### src/logic/cop_pkg.sv
// Shared definitions for the clock-24 game glue
// APB register offsets, SDRAM region bases, arbiter state codes
// and the ROM bank register

package cop_pkg;

    // SDRAM word address width
    localparam int addr_w = 22;

    // APB byte offsets, 4-bit address
    localparam logic [3:0] reg_mail_out  = 4'd0;
    localparam logic [3:0] reg_mail_in   = 4'd4;
    localparam logic [3:0] reg_snd_latch = 4'd8;
    localparam logic [3:0] reg_bank      = 4'd12;

    // SDRAM word bases of the ROM regions
    localparam logic [addr_w-1:0] snd_base = 22'h100000;
    localparam logic [addr_w-1:0] b0_base  = 22'h200000;

    // ROM arbiter states
    localparam logic [1:0] arb_idle = 2'd0;
    localparam logic [1:0] arb_req  = 2'd1;
    localparam logic [1:0] arb_wait = 2'd2;
    localparam logic [1:0] arb_done = 2'd3;

    // Bank register fields as seen by the mapper
    typedef struct packed {
        logic [3:0] spare;
        logic [1:0] snd_bank;
        logic [1:0] b0_bank;
    } cop_bank_fields_t;

    // CPU side sees a raw byte, mapper side sees fields
    typedef union packed {
        logic [7:0]       raw;
        cop_bank_fields_t f;
    } cop_bank_t;

endpackage

### src/logic/cop_rom_if.sv
// ROM request channel between the bank mapper and the arbiter
// Client drives select and address, server returns data and ok

`timescale 1ns/1ps

interface cop_rom_if;

    logic                       cs;
    logic [cop_pkg::addr_w-1:0] addr;
    logic [15:0]                data;
    logic                       ok;

    // Request side, holds addr until ok
    modport client (
        output cs,
        output addr,
        input  data,
        input  ok
    );

    // Serving side, ok is a single-cycle pulse
    modport server (
        input  cs,
        input  addr,
        output data,
        output ok
    );

endinterface

### src/logic/cop_mailbox.sv
// APB register block for the main CPU
// MCU mailbox with interrupt flag, sound latch and ROM bank register

`timescale 1ns/1ps

module cop_mailbox (
    input  logic              clk24,
    input  logic              rst24,
    // APB slave
    input  logic              psel,
    input  logic              penable,
    input  logic              pwrite,
    input  logic [3:0]        paddr,
    input  logic [15:0]       pwdata,
    output logic [15:0]       prdata,
    output logic              pready,
    // Protection MCU
    output logic              mcu_intn,
    input  logic              mcu_ack,
    input  logic              mcu_rd_hi,
    output logic [7:0]        mcu_rdata,
    input  logic              mcu_wr_hi,
    input  logic              mcu_wr_lo,
    input  logic [7:0]        mcu_wdata,
    // Sound CPU link
    output logic [7:0]        snd_latch,
    output logic              snreq,
    // ROM banking
    output cop_pkg::cop_bank_t bank
);

    logic        wr_en;
    logic        rd_en;
    logic [15:0] mail_out;
    logic [15:0] mail_in;

    // Access phase qualifiers
    assign wr_en  = psel & penable & pwrite;
    assign rd_en  = psel & penable & ~pwrite;
    assign pready = 1'b1;

    // CPU side registers
    always_ff @(posedge clk24 or posedge rst24) begin
        if (rst24) begin
            mail_out  <= '0;
            snd_latch <= '0;
            bank      <= '0;
            snreq     <= 1'b0;
        end else begin
            snreq <= 1'b0;
            if (wr_en) begin
                case (paddr)
                    cop_pkg::reg_mail_out: mail_out <= pwdata;
                    cop_pkg::reg_snd_latch: begin
                        snd_latch <= pwdata[7:0];
                        snreq     <= 1'b1;
                    end
                    cop_pkg::reg_bank: bank.raw <= pwdata[7:0];
                    default: ;
                endcase
            end
        end
    end

    // Interrupt towards the MCU, a new mail beats the acknowledge
    always_ff @(posedge clk24 or posedge rst24) begin
        if (rst24) begin
            mcu_intn <= 1'b1;
        end else if (wr_en && paddr == cop_pkg::reg_mail_out) begin
            mcu_intn <= 1'b0;
        end else if (mcu_ack) begin
            mcu_intn <= 1'b1;
        end
    end

    // MCU writes its answer one byte lane at a time
    always_ff @(posedge clk24 or posedge rst24) begin
        if (rst24) begin
            mail_in <= '0;
        end else begin
            if (mcu_wr_hi) begin
                mail_in[15:8] <= mcu_wdata;
            end
            if (mcu_wr_lo) begin
                mail_in[7:0] <= mcu_wdata;
            end
        end
    end

    // MCU byte read, no latency
    assign mcu_rdata = mcu_rd_hi ? mail_out[15:8] : mail_out[7:0];

    // APB read mux
    always_comb begin
        prdata = '0;
        if (rd_en) begin
            case (paddr)
                cop_pkg::reg_mail_out:  prdata = mail_out;
                cop_pkg::reg_mail_in:   prdata = mail_in;
                cop_pkg::reg_snd_latch: prdata = {8'd0, snd_latch};
                cop_pkg::reg_bank:      prdata = {8'd0, bank.raw};
                default:                prdata = '0;
            endcase
        end
    end

endmodule

### src/logic/cop_bank_map.sv
// ROM bank mapper for the sound CPU and background layer 0
// Adds bank bits and region bases, picks the sound byte lane

`timescale 1ns/1ps

module cop_bank_map (
    input  logic               clk24,
    input  logic               rst24,
    input  cop_pkg::cop_bank_t bank,
    // Sound CPU ROM
    input  logic               snd_cs,
    input  logic [15:0]        snd_addr,
    output logic [7:0]         snd_data,
    output logic               snd_ok,
    // Layer 0 ROM
    input  logic               b0rom_cs,
    input  logic [16:0]        b0rom_addr,
    output logic [15:0]        b0rom_data,
    output logic               b0rom_ok,
    // Towards the arbiter
    cop_rom_if.client          snd_ch,
    cop_rom_if.client          b0_ch
);

    logic                       snd_busy;
    logic                       b0_busy;
    logic [1:0]                 snd_bank_q;
    logic [1:0]                 b0_bank_q;
    logic [1:0]                 snd_bank_eff;
    logic [1:0]                 b0_bank_eff;
    logic [cop_pkg::addr_w-1:0] snd_off;
    logic [cop_pkg::addr_w-1:0] b0_off;

    // Request tracking, busy from the first cycle until ok
    always_ff @(posedge clk24 or posedge rst24) begin
        if (rst24) begin
            snd_busy <= 1'b0;
            b0_busy  <= 1'b0;
        end else begin
            if (snd_ch.ok) begin
                snd_busy <= 1'b0;
            end else if (snd_cs) begin
                snd_busy <= 1'b1;
            end
            if (b0_ch.ok) begin
                b0_busy <= 1'b0;
            end else if (b0rom_cs) begin
                b0_busy <= 1'b1;
            end
        end
    end

    // Bank fields frozen at the start of each request
    always_ff @(posedge clk24) begin
        if (snd_cs && !snd_busy) begin
            snd_bank_q <= bank.f.snd_bank;
        end
        if (b0rom_cs && !b0_busy) begin
            b0_bank_q <= bank.f.b0_bank;
        end
    end

    assign snd_bank_eff = snd_busy ? snd_bank_q : bank.f.snd_bank;
    assign b0_bank_eff  = b0_busy  ? b0_bank_q  : bank.f.b0_bank;

    // Sound ROM is byte wide, two bytes per SDRAM word
    assign snd_off = {5'd0, snd_bank_eff, snd_addr[15:1]};
    assign b0_off  = {3'd0, b0_bank_eff, b0rom_addr};

    assign snd_ch.cs   = snd_cs;
    assign snd_ch.addr = cop_pkg::snd_base + snd_off;
    assign b0_ch.cs    = b0rom_cs;
    assign b0_ch.addr  = cop_pkg::b0_base + b0_off;

    // Odd byte sits in the upper half
    assign snd_data   = snd_addr[0] ? snd_ch.data[15:8] : snd_ch.data[7:0];
    assign snd_ok     = snd_ch.ok;
    assign b0rom_data = b0_ch.data;
    assign b0rom_ok   = b0_ch.ok;

endmodule

### src/logic/cop_rom_arbiter.sv
// Fixed-priority ROM arbiter for one SDRAM bank
// Sound channel first, layer 0 second, one access at a time

`timescale 1ns/1ps

module cop_rom_arbiter (
    input  logic                       clk24,
    input  logic                       rst24,
    // ROM channels
    cop_rom_if.server                  snd_ch,
    cop_rom_if.server                  b0_ch,
    // SDRAM bank port
    output logic [cop_pkg::addr_w-1:0] ba_addr,
    output logic                       ba_rd,
    input  logic                       ba_ack,
    input  logic                       ba_dok,
    input  logic [15:0]                data_read
);

    logic [1:0]  state;
    logic        gnt_b0;
    logic [15:0] data_q;

    // Grant is kept until the channel's ok
    always_ff @(posedge clk24 or posedge rst24) begin
        if (rst24) begin
            state  <= cop_pkg::arb_idle;
            gnt_b0 <= 1'b0;
        end else begin
            case (state)
                cop_pkg::arb_idle: begin
                    if (snd_ch.cs) begin
                        gnt_b0 <= 1'b0;
                        state  <= cop_pkg::arb_req;
                    end else if (b0_ch.cs) begin
                        gnt_b0 <= 1'b1;
                        state  <= cop_pkg::arb_req;
                    end
                end
                cop_pkg::arb_req: begin
                    // Data may follow the ack in the same cycle
                    if (ba_ack) begin
                        state <= ba_dok ? cop_pkg::arb_done : cop_pkg::arb_wait;
                    end
                end
                cop_pkg::arb_wait: begin
                    if (ba_dok) begin
                        state <= cop_pkg::arb_done;
                    end
                end
                default: begin
                    state <= cop_pkg::arb_idle;
                end
            endcase
        end
    end

    // Read word captured when the SDRAM flags it
    always_ff @(posedge clk24) begin
        if (ba_dok && (state == cop_pkg::arb_req || state == cop_pkg::arb_wait)) begin
            data_q <= data_read;
        end
    end

    assign ba_rd   = (state == cop_pkg::arb_req);
    assign ba_addr = gnt_b0 ? b0_ch.addr : snd_ch.addr;

    // Both channels see the same word, only the granted one gets ok
    assign snd_ch.data = data_q;
    assign b0_ch.data  = data_q;
    assign snd_ch.ok   = (state == cop_pkg::arb_done) & ~gnt_b0;
    assign b0_ch.ok    = (state == cop_pkg::arb_done) & gnt_b0;

endmodule

### src/logic/cop_game.sv
// Top level of the clock-24 game glue
// Main CPU mailbox, ROM bank mapper and SDRAM ROM arbiter

`timescale 1ns/1ps

module cop_game (
    input  logic                       clk24,
    input  logic                       rst24,
    // Main CPU APB port
    input  logic                       psel,
    input  logic                       penable,
    input  logic                       pwrite,
    input  logic [3:0]                 paddr,
    input  logic [15:0]                pwdata,
    output logic [15:0]                prdata,
    output logic                       pready,
    // Protection MCU
    output logic                       mcu_intn,
    input  logic                       mcu_ack,
    input  logic                       mcu_rd_hi,
    output logic [7:0]                 mcu_rdata,
    input  logic                       mcu_wr_hi,
    input  logic                       mcu_wr_lo,
    input  logic [7:0]                 mcu_wdata,
    // Sound CPU link
    output logic [7:0]                 snd_latch,
    output logic                       snreq,
    // Sound ROM
    input  logic                       snd_cs,
    input  logic [15:0]                snd_addr,
    output logic [7:0]                 snd_data,
    output logic                       snd_ok,
    // Layer 0 ROM
    input  logic                       b0rom_cs,
    input  logic [16:0]                b0rom_addr,
    output logic [15:0]                b0rom_data,
    output logic                       b0rom_ok,
    // SDRAM bank
    output logic [cop_pkg::addr_w-1:0] ba_addr,
    output logic                       ba_rd,
    input  logic                       ba_ack,
    input  logic                       ba_dok,
    input  logic [15:0]                data_read
);

    cop_pkg::cop_bank_t bank;

    cop_rom_if snd_ch ();
    cop_rom_if b0_ch ();

    cop_mailbox u_mailbox (
        .clk24      ( clk24      ),
        .rst24      ( rst24      ),
        .psel       ( psel       ),
        .penable    ( penable    ),
        .pwrite     ( pwrite     ),
        .paddr      ( paddr      ),
        .pwdata     ( pwdata     ),
        .prdata     ( prdata     ),
        .pready     ( pready     ),
        .mcu_intn   ( mcu_intn   ),
        .mcu_ack    ( mcu_ack    ),
        .mcu_rd_hi  ( mcu_rd_hi  ),
        .mcu_rdata  ( mcu_rdata  ),
        .mcu_wr_hi  ( mcu_wr_hi  ),
        .mcu_wr_lo  ( mcu_wr_lo  ),
        .mcu_wdata  ( mcu_wdata  ),
        .snd_latch  ( snd_latch  ),
        .snreq      ( snreq      ),
        .bank       ( bank       )
    );

    cop_bank_map u_bank_map (
        .clk24      ( clk24      ),
        .rst24      ( rst24      ),
        .bank       ( bank       ),
        .snd_cs     ( snd_cs     ),
        .snd_addr   ( snd_addr   ),
        .snd_data   ( snd_data   ),
        .snd_ok     ( snd_ok     ),
        .b0rom_cs   ( b0rom_cs   ),
        .b0rom_addr ( b0rom_addr ),
        .b0rom_data ( b0rom_data ),
        .b0rom_ok   ( b0rom_ok   ),
        .snd_ch     ( snd_ch     ),
        .b0_ch      ( b0_ch      )
    );

    cop_rom_arbiter u_rom_arbiter (
        .clk24      ( clk24      ),
        .rst24      ( rst24      ),
        .snd_ch     ( snd_ch     ),
        .b0_ch      ( b0_ch      ),
        .ba_addr    ( ba_addr    ),
        .ba_rd      ( ba_rd      ),
        .ba_ack     ( ba_ack     ),
        .ba_dok     ( ba_dok     ),
        .data_read  ( data_read  )
    );

endmodule

### config.mk
export PLATFORM = sky130hd
export DESIGN_NAME = cop_game
export DESIGN_NICKNAME = d
export VERILOG_FILES = /design/src/logic/cop_pkg.sv /design/src/logic/cop_rom_if.sv /design/src/logic/cop_mailbox.sv /design/src/logic/cop_bank_map.sv /design/src/logic/cop_rom_arbiter.sv /design/src/logic/cop_game.sv
export SDC_FILE = /design/constraint.sdc
export NUM_CORES = 1
export LEC_CHECK = 0
export BUFFER_PORTS_ARGS = -buffer_cell sky130_fd_sc_hd__buf_4
export CAP_MARGIN = 10
export CORE_UTILIZATION = 50
export CTS_CLUSTER_DIAMETER = 120
export DETAILED_ROUTE_END_ITERATION = 8
export PLACE_DENSITY_LB_ADDON = 0.08
export SYNTH_ARGS = -nofsm -noshare
export SYNTH_HDL_FRONTEND = slang
export SYNTH_SLANG_ARGS = --single-unit
### constraint.sdc
create_clock -name clk24 -period 4.3 [get_ports clk24]
set_input_delay 0.43 -clock clk24 [delete_from_list [all_inputs] [get_ports clk24]]
set_output_delay 0.43 -clock clk24 [all_outputs]
set_load 0.02 [all_outputs]
==> reports/results.txt, run 1 <==
Unrepaired setup endpoints after global routing = no
Largest net degree at the start of global routing = 56
Synthesized cell area = 0.003740 mm^2
Final slew viol count = 0
DRC violations left = 0
Worst-case setup margin in the final layout = 2.082 ns
Site row count = 31
First-pass GRT wire length = 12700 um
# clock sinks = 75
Ant diodes = 0
Logic pwr share = 39.0%
Mapped Avg Cell Area = 13.90 um^2
Clock slew at reported path FFs = 0.08 ns
Post-synth cell types = 30
CP Capture Type = output port
Achievable clock frequency = 450.9 MHz
Cts hold-fix bufs = 0
Nets@finish = 532
H-tree levels = 3
Post-route insts no fill = 541
Peak supply drop = 0.2318 mV
Total track usage = 22.01%
Postcts setup bufs = 0
Largest family of logic cells by synthesized area = multiplexers
Flops & latches, synth = 75
Die Area = 0.007830 mm^2
Root buffer cell = clkbuf_8
CP arrival = 1.79 ns
Filler Cell Count = 528
DRT Pass-1 Iters = 6
Hold Violations, Final = 0
Core outline area = 0.007253 mm^2
CTS tree = yes
Average wire per standard cell = 15.89 um
Final setup fails = 0
Power Internal = 1564 uW
Critical Path Fanout Max = 24
Via density = 4.996
CTS buffer count = 9
Flop pwr share = 41.9%
Sequential fraction of the synthesis area = 52.89%
Tcrit/Tclk final = 51.58%
Clk_lat worst skew = 0.34 ns
Post_cts resized = 0
CP Class = reg -> out
Initial drt markers = 116
Clk network pwr share = 19.1%
Xor/xnor share of the synthesized area = 0%
Post-Synth Simple-Gate Area = 6.156%
Ports = 174
Synth warn = 0
Tmin final = 2.218 ns
PortBufs = 171
Detailed Place HPWL = 6583 um
Clock Skews = 0.007514 ns
Synth Instances = 269
Status = finished, final reports clean
Vias = 2703
Max-Cap Viols = 0
Sw frac = 34.89%
Die X-Extent = 88.49 um
Routability cong. = 0.8122
CP required = 3.87 ns
Slew HR = 34.47%
Inst Count DP = 525
Worst Hold Class = in -> reg
Final WL = 8599 um
Sw Pwr = 837.9 uW
Pre-CTS WS = 1.807 ns
Antenna-violating nets left = 0
Initial Utilization = 51.56%
Synth Area in Compound Gates = 3.111%
Die Span Y = 88.49 um
Least-Margin Pin Slew = 0.9798 ns
Worst setup SP type = register
Power density over cell area = 460.1 mW/mm^2
Total gr overflow = 0
Adder-cell share of the synthesized area = 1.673%
Layout area overhead = 39.58%
Longest Clk Path Bufs = 2
Vias in the first global route = 2615
Syn Nets = 364
Initial antenna violation count = 0
Pleak = 0.002513 uW
Fraction of layout cells with a size suffix above 1 = 63.12%
Setup TNS = 0 ns
Mux share of post-synthesis cell area = 32.79%
==> path summary, 6_finish.rpt <==
check                                                   end  slack [ns]                    from  depth (start not counted)
max in group asynchronous             u_mailbox.mail_out[1]        3.56                   rst24                          3
worst max-delay path                             ba_addr[4]        2.08    u_rom_arbiter.gnt_b0                          2
worst max register to register  u_rom_arbiter.b0_ch.data[7]        2.62  u_rom_arbiter.state[1]                          3
worst min-delay path            u_rom_arbiter.b0_ch.data[2]        0.26            data_read[2]                          1
worst min register to register           u_mailbox.mcu_intn        0.49      u_mailbox.mcu_intn                          2
min in group asynchronous              u_mailbox.mail_in[8]        0.28                   rst24                          3
==> synthesized netlist by cell type <==
cell type	count	area, um^2
and2_1	2	12.51
conb_1	2	7.510
or3b_1	1	8.760
o22a_2	8	80.08
a211oi_1	1	7.510
dfstp_2	1	26.28
nor3_1	1	5.000
nor2b_1	4	25.02
nor2_1	26	97.59
buf_4	3	22.52
edfxtp_1	20	600.6
a221oi_1	1	8.760
mux2_4	9	135.1
buf_1	1	3.750
mux2i_1	28	280.3
buf_12	1	20.02
ha_1	5	62.56
nand3_1	2	10.01
buf_2	4	20.02
inv_1	6	22.52
dfrtp_1	54	1351
buf_6	1	11.26
nand2_1	2	7.510
nor3_4	3	48.80
a21oi_1	2	10.01
or3_1	1	6.260
mux2_2	72	810.8
clkbuf_1	5	18.77
nand4b_1	1	8.760
o21ai_0	2	10.01
==> kinds of logic after synthesis <==
kind of cell	after synthesis
DFF	75
and+or+nand+nor	43
muxes	109
adders and majority gates	5
AOI/OAI and AO/OA	14
other	2
buffers and inverters	21
==> metrics by stage <==
stage	power, uW	utilization, %	hold slack (ns)	instance area (um^2)
finish	2401	71.97	0.2640	5220
global route	2524	71.97	0.2534	5220
CTS	2416	71.97	0.2551	5220
detailed placement	1965	69.74	0.4802	5059
global placement	1944	69.74	0.4879	5059
floorplan	1574	-	0.4635	3740
==> registers in the layout, indices dropped and copies added, names as in the netlist <==
| signal | flops |
|---|---|
| u_mailbox.mail_in | 16 |
| u_mailbox.mail_out | 16 |
| u_rom_arbiter.b0_ch.data | 16 |
| u_mailbox.bank | 8 |
| u_mailbox.snd_latch | 8 |
| u_bank_map.b0_bank_q | 2 |
| u_bank_map.snd_bank_q | 2 |
| u_rom_arbiter.state | 2 |
| u_bank_map.b0_busy | 1 |
| u_bank_map.snd_busy | 1 |
| u_mailbox.mcu_intn | 1 |
| u_mailbox.snreq | 1 |
| u_rom_arbiter.gnt_b0 | 1 |
==> routing by layer <==
layer / global-route usage, % / share of wire [%]
met1: 25.49 / 39
met2: 40.42 / 54
met3: 4.757 / 6.2
met4: 7.185 / 1.1
met5: 0 / 0
==> power by group through the flow <==
stage	clock network (uW)	registers (uW)	logic, uW
detailed placement	0	1020	944
finish	459	1010	936
global route	493	1030	1000
global placement	0	1010	931
CTS	463	1010	946
floorplan	0	1040	534
==> area by class of cell <==
type,instances,area (um^2),area share [%]
multi-input combinational,173,1643,31.47
timing repair buffer,172,1291,24.74
clock buffer,11,131.4,2.517
inverter,6,22.52,0.4314
clock inverter,5,30.03,0.5753
tap,99,123.9,2.373
sequential,75,1978,37.90
==> worst max-delay path: stages, from the launching register on <==
cell and delay, ns:
dfrtp_1 0.87, mux2_2 0.42, buf_4 0.16
==> cell usage in the layout (no fill, tap or decap), types with 5 or more instances in the layout <==
cell type	synthesis	routed
buf_4	3	172
clkbuf_8	0	9
dfrtp_1	54	54
edfxtp_1	20	20
ha_1	5	5
inv_1	6	5
mux2_2	72	72
mux2_4	9	9
mux2i_1	28	28
nor2_1	26	26
o22a_2	8	8
Note: power is estimated with default switching activity, not from simulation.
==> inputs of run 2 (changes only) <==
- CORE_UTILIZATION: 50 -> 47
- clock period: 4.3 -> 2.3 ns (I/O delays scaled with it)
==> run 2 against run 1 <==
Register-to-register slack worse by 2.0 ns. First-iteration DRC count decreased by 28%. Sequential power increased by 86%. Critical path depth stayed put. Flip-flop and latch count unchanged. Clock power is 120% higher. Count of clock-buffer cells in the layout stayed put. Via count up 3.3%. Cell count rose by 1.3%. Core utilization fell by 3.6 points. Critical path type unchanged.
==> reports/results.txt, run 2 (synthesis gave the netlist of run 1 again) <==
Cts hold-fix bufs = 0 (unchanged)
CTS buffer count = 9 (unchanged)
Die Span Y = 91.20 um (was 88.49 um)
DRT Pass-1 Iters = 4 (was 6)
Post-route cell area = 0.005286 mm^2 (was 0.005220 mm^2)
Clock slew at reported path FFs = 0.08 ns (about the same)
Logic pwr share = 38.4% (was 39.0%)
Postcts setup bufs = 0 (unchanged)
Ports = 174 (unchanged)
CP Cell Sequence = mux2_2 > buf_4 (unchanged)
First-pass GRT wire length = 14190 um (was 12700 um)
Clock Skews = 0.008785 ns (was 0.007514 ns)
Routability cong. = 0.7682 (was 0.8122)
Nets@finish = 536 (was 532)
Flop pwr share = 40.2% (was 41.9%)
CP arrival = 1.72 ns (was 1.79 ns)
Least-Margin Pin Slew = 0.8432 ns (was 0.9798 ns)
Sw Pwr = 1578 uW (was 837.9 uW)
Worst setup SP type = register (unchanged)
Total track usage = 22.25% (was 22.01%)
Detailed Place HPWL = 6916 um (was 6583 um)
Core outline area = 0.007727 mm^2 (was 0.007253 mm^2)
Setup TNS = 0 ns (unchanged)
Max-Cap Viols = 0 (unchanged)
# clock sinks = 75 (unchanged)
DRC violations left = 0 (unchanged)
Most common cell after layout, fill and taps aside = buf_4 (unchanged)
Peak supply drop = 0.3936 mV (was 0.2318 mV)
PortBufs = 171 (unchanged)
Die Area = 0.008317 mm^2 (was 0.007830 mm^2)
CP required = 2.07 ns (was 3.87 ns)
Average wire per standard cell = 16.40 um (was 15.89 um)
Layout area overhead = 41.35% (was 39.58%)
Longest Clk Path Bufs = 2 (unchanged)
Sw frac = 33.85% (was 34.89%)
Site row count = 32 (was 31)
Worst Hold Class = in -> reg (unchanged)
Fraction of layout cells with a size suffix above 1 = 63.90% (was 63.12%)
Filler Cell Count = 592 (was 528)
Total gr overflow = 0 (unchanged)
CTS tree = yes (unchanged)
CP Capture Type = output port (unchanged)
Post_cts resized = 0 (unchanged)
Tmin final = 1.946 ns
Worst path max stage delay = 0.81 ns (was 0.87 ns)
Commonest non-fill, non-tap cells in the layout = buf_4, mux2_2, dfrtp_1 (unchanged)
Final WL = 8987 um (was 8599 um)
Tcrit/Tclk final = 84.61%
Final slew viol count = 0 (unchanged)
Initial drt markers = 84 (was 116)
Slew HR = 43.70% (was 34.47%)
Achievable clock frequency = 513.9 MHz
Die X-Extent = 91.20 um (was 88.49 um)
Hold Violations, Final = 0 (unchanged)
Initial Utilization = 48.40% (was 51.56%)
Status = finished, final reports clean (unchanged)
Ant diodes = 0 (unchanged)
Power density over cell area = 881.9 mW/mm^2 (was 460.1 mW/mm^2)
Post-DP Area = 0.005092 mm^2 (was 0.005059 mm^2)
Power Internal = 3084 uW (was 1564 uW)
Vias = 2791 (was 2703)
Final Util = 68.41% (was 71.97%)
Antenna-violating nets left = 0 (unchanged)
Root buffer cell = clkbuf_8 (unchanged)
Critical Path Fanout Max = 21 (was 24)
Vias in the first global route = 2778 (was 2615)
Pleak = 0.002552 uW (was 0.002513 uW)
Final setup fails = 0 (unchanged)
Worst-case setup margin in the final layout = 0.3541 ns (was 2.082 ns)
Unrepaired setup endpoints after global routing = no (unchanged)
H-tree levels = 3 (unchanged)
Pre-CTS WS = 0.3859 ns (was 1.807 ns)
Largest net degree at the start of global routing = 42 (was 56)
Slowest-stage cell, CP = dfrtp_1 (unchanged)
Via density = 5.093 (was 4.996)
Initial antenna violation count = 0 (unchanged)
Clk_lat worst skew = 0.34 ns (about the same)
Clk network pwr share = 21.4% (was 19.1%)
CP Class = reg -> out (unchanged)
-- run 2: worst max-delay path: cells and delay by family, from the launching register on --
family | cells | cell delay, ns
buffers and inverters | 1 | 0.16
multiplexers | 1 | 0.41
flip-flops | 1 | 0.81
-- run 2: final timing paths --
check / from / endpoint / slack, ns / depth (start not counted)
worst max-delay path: u_rom_arbiter.gnt_b0 / ba_addr[7] / 0.35 / 2
min in group asynchronous: rst24 / u_mailbox.mail_out[9] / 0.07 / 2
worst min register to register: u_mailbox.mcu_intn / u_mailbox.mcu_intn / 0.51 / 2
worst min-delay path: data_read[6] / u_rom_arbiter.b0_ch.data[6] / 0.06 / 1
worst max register to register: u_rom_arbiter.state[0] / u_rom_arbiter.state[1] / 0.65 / 5
max in group asynchronous: rst24 / u_mailbox.bank[1] / 1.56 / 3
-- run 2: power groups by stage --
stage	Combinational (uW)	Sequential [uW]	Clock (uW)
detailed placement	1810	1900	0
finish	1790	1880	996
global placement	1780	1890	0
floorplan	998	1940	0
global route	1900	1920	1070
CTS	1810	1880	1010
-- run 2: layer usage --
layer	vias to the layer above	track usage (%)	wire length, um
li1	1307	-	-
met1	1374	27.21	3756
met2	104	39.33	4690
met3	6	4.690	463
met4	0	6.878	77
met5	-	0	0
-- run 2: cell type report --
type	instances	area (um^2)	area share, %
Tap cell	102	127.6	2.414
Clock buffer	11	141.4	2.675
Multi-Input combinational cell	173	1643	31.08
Clock inverter	5	52.55	0.9941
Inverter	6	22.52	0.4260
Timing Repair Buffer	176	1321	24.99
Sequential cell	75	1978	37.42
-- run 2: stage by stage --
step	cells	total power [uW]	hold slack, ns
floorplan	269	2942	0.3198
global placement	532	3671	0.4082
detailed placement	532	3714	0.4092
CTS	548	4704	0.04546
global route	548	4896	0.04598
finish	548	4662	0.05954
==> inputs of run 3 (changes only) <==
- CORE_UTILIZATION: 47 -> 42
- clock period: 2.3 -> 1.7 ns (I/O delays scaled with it)
==> run 3 against run 2 <==
Sequential share of layout area is 1.9 points lower. First-iteration DRC count down 45%. Clock power up 41%. Register-to-register slack got worse by 0.56 ns. Power is 39% higher. Sequential power grew 31%. Final area increased by 5.2%. Setup slack worse by 0.26 ns. Count of clock-buffer cells in the layout shrank 2. Worst hold slack lost 0.049 ns.
==> reports/results.txt, run 3 (synthesis gave the netlist of run 1 again) <==
Status = finished, final reports clean (unchanged)
Initial drt markers = 46 (was 84)
Post-route insts no fill = 577 (was 548)
CP Capture Type = output port (unchanged)
CTS tree = yes (unchanged)
Slowest-stage cell, CP = mux2_2 (was dfrtp_1)
Layout area overhead = 48.75% (was 41.35%)
Tmin final = 1.607 ns
CP required = 1.53 ns (was 2.07 ns)
CP Class = reg -> out (unchanged)
Die Area = 0.009285 mm^2 (was 0.008317 mm^2)
Detailed Place HPWL = 6924 um (was 6916 um)
Final Util = 64.10% (was 68.41%)
Pleak = 0.002670 uW (was 0.002552 uW)
Setup TNS = 0 ns (unchanged)
Inst Count DP = 544 (was 532)
Total gr overflow = 0 (unchanged)
Tcrit/Tclk final = 94.54%
Clock Skews = 0.007293 ns (was 0.008785 ns)
Initial Utilization = 43.09% (was 48.40%)
CTS buffer count = 9 (unchanged)
Power density over cell area = 1161 mW/mm^2 (was 881.9 mW/mm^2)
Vias = 2853 (was 2791)
Unrepaired setup endpoints after global routing = no (unchanged)
Final WL = 9285 um (was 8987 um)
Die Span Y = 96.36 um (was 91.20 um)
Routability cong. = 0.8038 (was 0.7682)
Ant diodes = 0 (unchanged)
First-pass GRT wire length = 13630 um (was 14190 um)
FF-to-FF Start = u_rom_arbiter.state[0] (unchanged)
Site row count = 34 (was 32)
CP bufs+invs = 2 (was 1)
Antenna-violating nets left = 0 (unchanged)
Worst path max stage delay = 0.36 ns (was 0.81 ns)
Nets@finish = 559 (was 536)
Peak supply drop = 0.4412 mV (was 0.3936 mV)
CP Launch Point = u_rom_arbiter.gnt_b0 (unchanged)
Clk_lat worst skew = 0.36 ns (was 0.34 ns)
Worst Hold Class = in -> reg (unchanged)
Achievable clock frequency = 622.2 MHz
Worst setup SP type = register (unchanged)
Crit path max-delay family = buffers and inverters (was flip-flops)
Hold path startpoint = snd_cs (was data_read[6])
Hold Violations, Final = 0 (unchanged)
Core outline area = 0.008678 mm^2 (was 0.007727 mm^2)
Critical Path Fanout Max = 24 (was 21)
Tightest hold margin = 0.01033 ns (was 0.05954 ns)
Commonest non-fill, non-tap cells in the layout = buf_4, mux2_2, dfrtp_1 (unchanged)
Final setup fails = 0 (unchanged)
H-tree levels = 3 (unchanged)
Die X-Extent = 96.36 um (was 91.20 um)
PortBufs = 171 (unchanged)
Ports = 174 (unchanged)
DRC violations left = 0 (unchanged)
Most common cell after layout, fill and taps aside = buf_4 (unchanged)
CP Cell Sequence = buf_6 > mux2_2 > buf_4 (was mux2_2 > buf_4)
Fraction of layout cells with a size suffix above 1 = 62.47% (was 63.90%)
Root buffer cell = clkbuf_8 (unchanged)
Total track usage = 20.14% (was 22.25%)
DRT Pass-1 Iters = 4 (unchanged)
Max-Cap Viols = 0 (unchanged)
Via density = 4.945 (was 5.093)
Postcts setup bufs = 0 (unchanged)
Final slew viol count = 0 (unchanged)
Vias in the first global route = 2690 (was 2778)
Post-DP Area = 0.005182 mm^2 (was 0.005092 mm^2)
Largest net degree at the start of global routing = 33 (was 42)
CP arrival = 1.44 ns (was 1.72 ns)
Initial antenna violation count = 0 (unchanged)
Average wire per standard cell = 16.09 um (was 16.40 um)
Longest Clk Path Bufs = 2 (unchanged)
Clock slew at reported path FFs = 0.08 ns (about the same)
# clock sinks = 75 (unchanged)
Post-route cell area = 0.005563 mm^2 (was 0.005286 mm^2)
run 3: changes by cell type in the layout (fill, tap and decap cells not counted), moves of 2 or more:
cell / change
dlygate4sd3_1: +17
buf_4: +2
buf_12: +3
inv_6: +3
clkinv_2: -2
run 3: routing by layer:
metal  part of all wire [%]  wire length (um)  GRT usage, %  up-vias
met3                    6.3               583         4.028       14
met5                      0                 0             0        -
met4                    1.8               171         9.314        0
met2                     49              4564         32.80      109
met1                     43              3965         25.81     1378
li1                       -                 -             -     1352
run 3: metrics by stage:
stage	power, uW	setup WS (ns)
CTS	6494	0.001301
detailed placement	5064	-0.01704
floorplan	3980	0.06755
global route	6821	0.02629
finish	6460	0.09279
global placement	4998	-0.003835
run 3: power by group:
part           internal [uW]  switching, uW  leakage (uW)
logic                   1310           1290       0.00169
clock network            689            709      0.000102
registers               2230            233      0.000880
run 3: layout make-up:
cell class	instances	area, um^2
Tap cell	108	135.1
Inverter	6	22.52
Clock inverter	7	73.82
Sequential cell	75	1978
Timing Repair Buffer	199	1578
Fill cell	711	3115
Clock buffer	9	123.9
Multi-Input combinational cell	173	1652
run 3: final timing paths:
kind,end,slack (ns),depth (start not counted)
min in group asynchronous,u_mailbox.mail_in[9],0.32,3
min reg2reg,u_mailbox.mcu_intn,0.50,2
min,u_rom_arbiter.gnt_b0,0.01,2
max in group asynchronous,u_mailbox.mcu_intn,0.84,4
max reg2reg,u_rom_arbiter.state[0],0.09,4
max,ba_addr[12],0.09,3
run 3: timing repair:
item,in CTS,in global routing
resized for setup,0,3
endpoints found under the setup margin,0,19
hold endpoints to repair,25,0
hold buffers,17,0
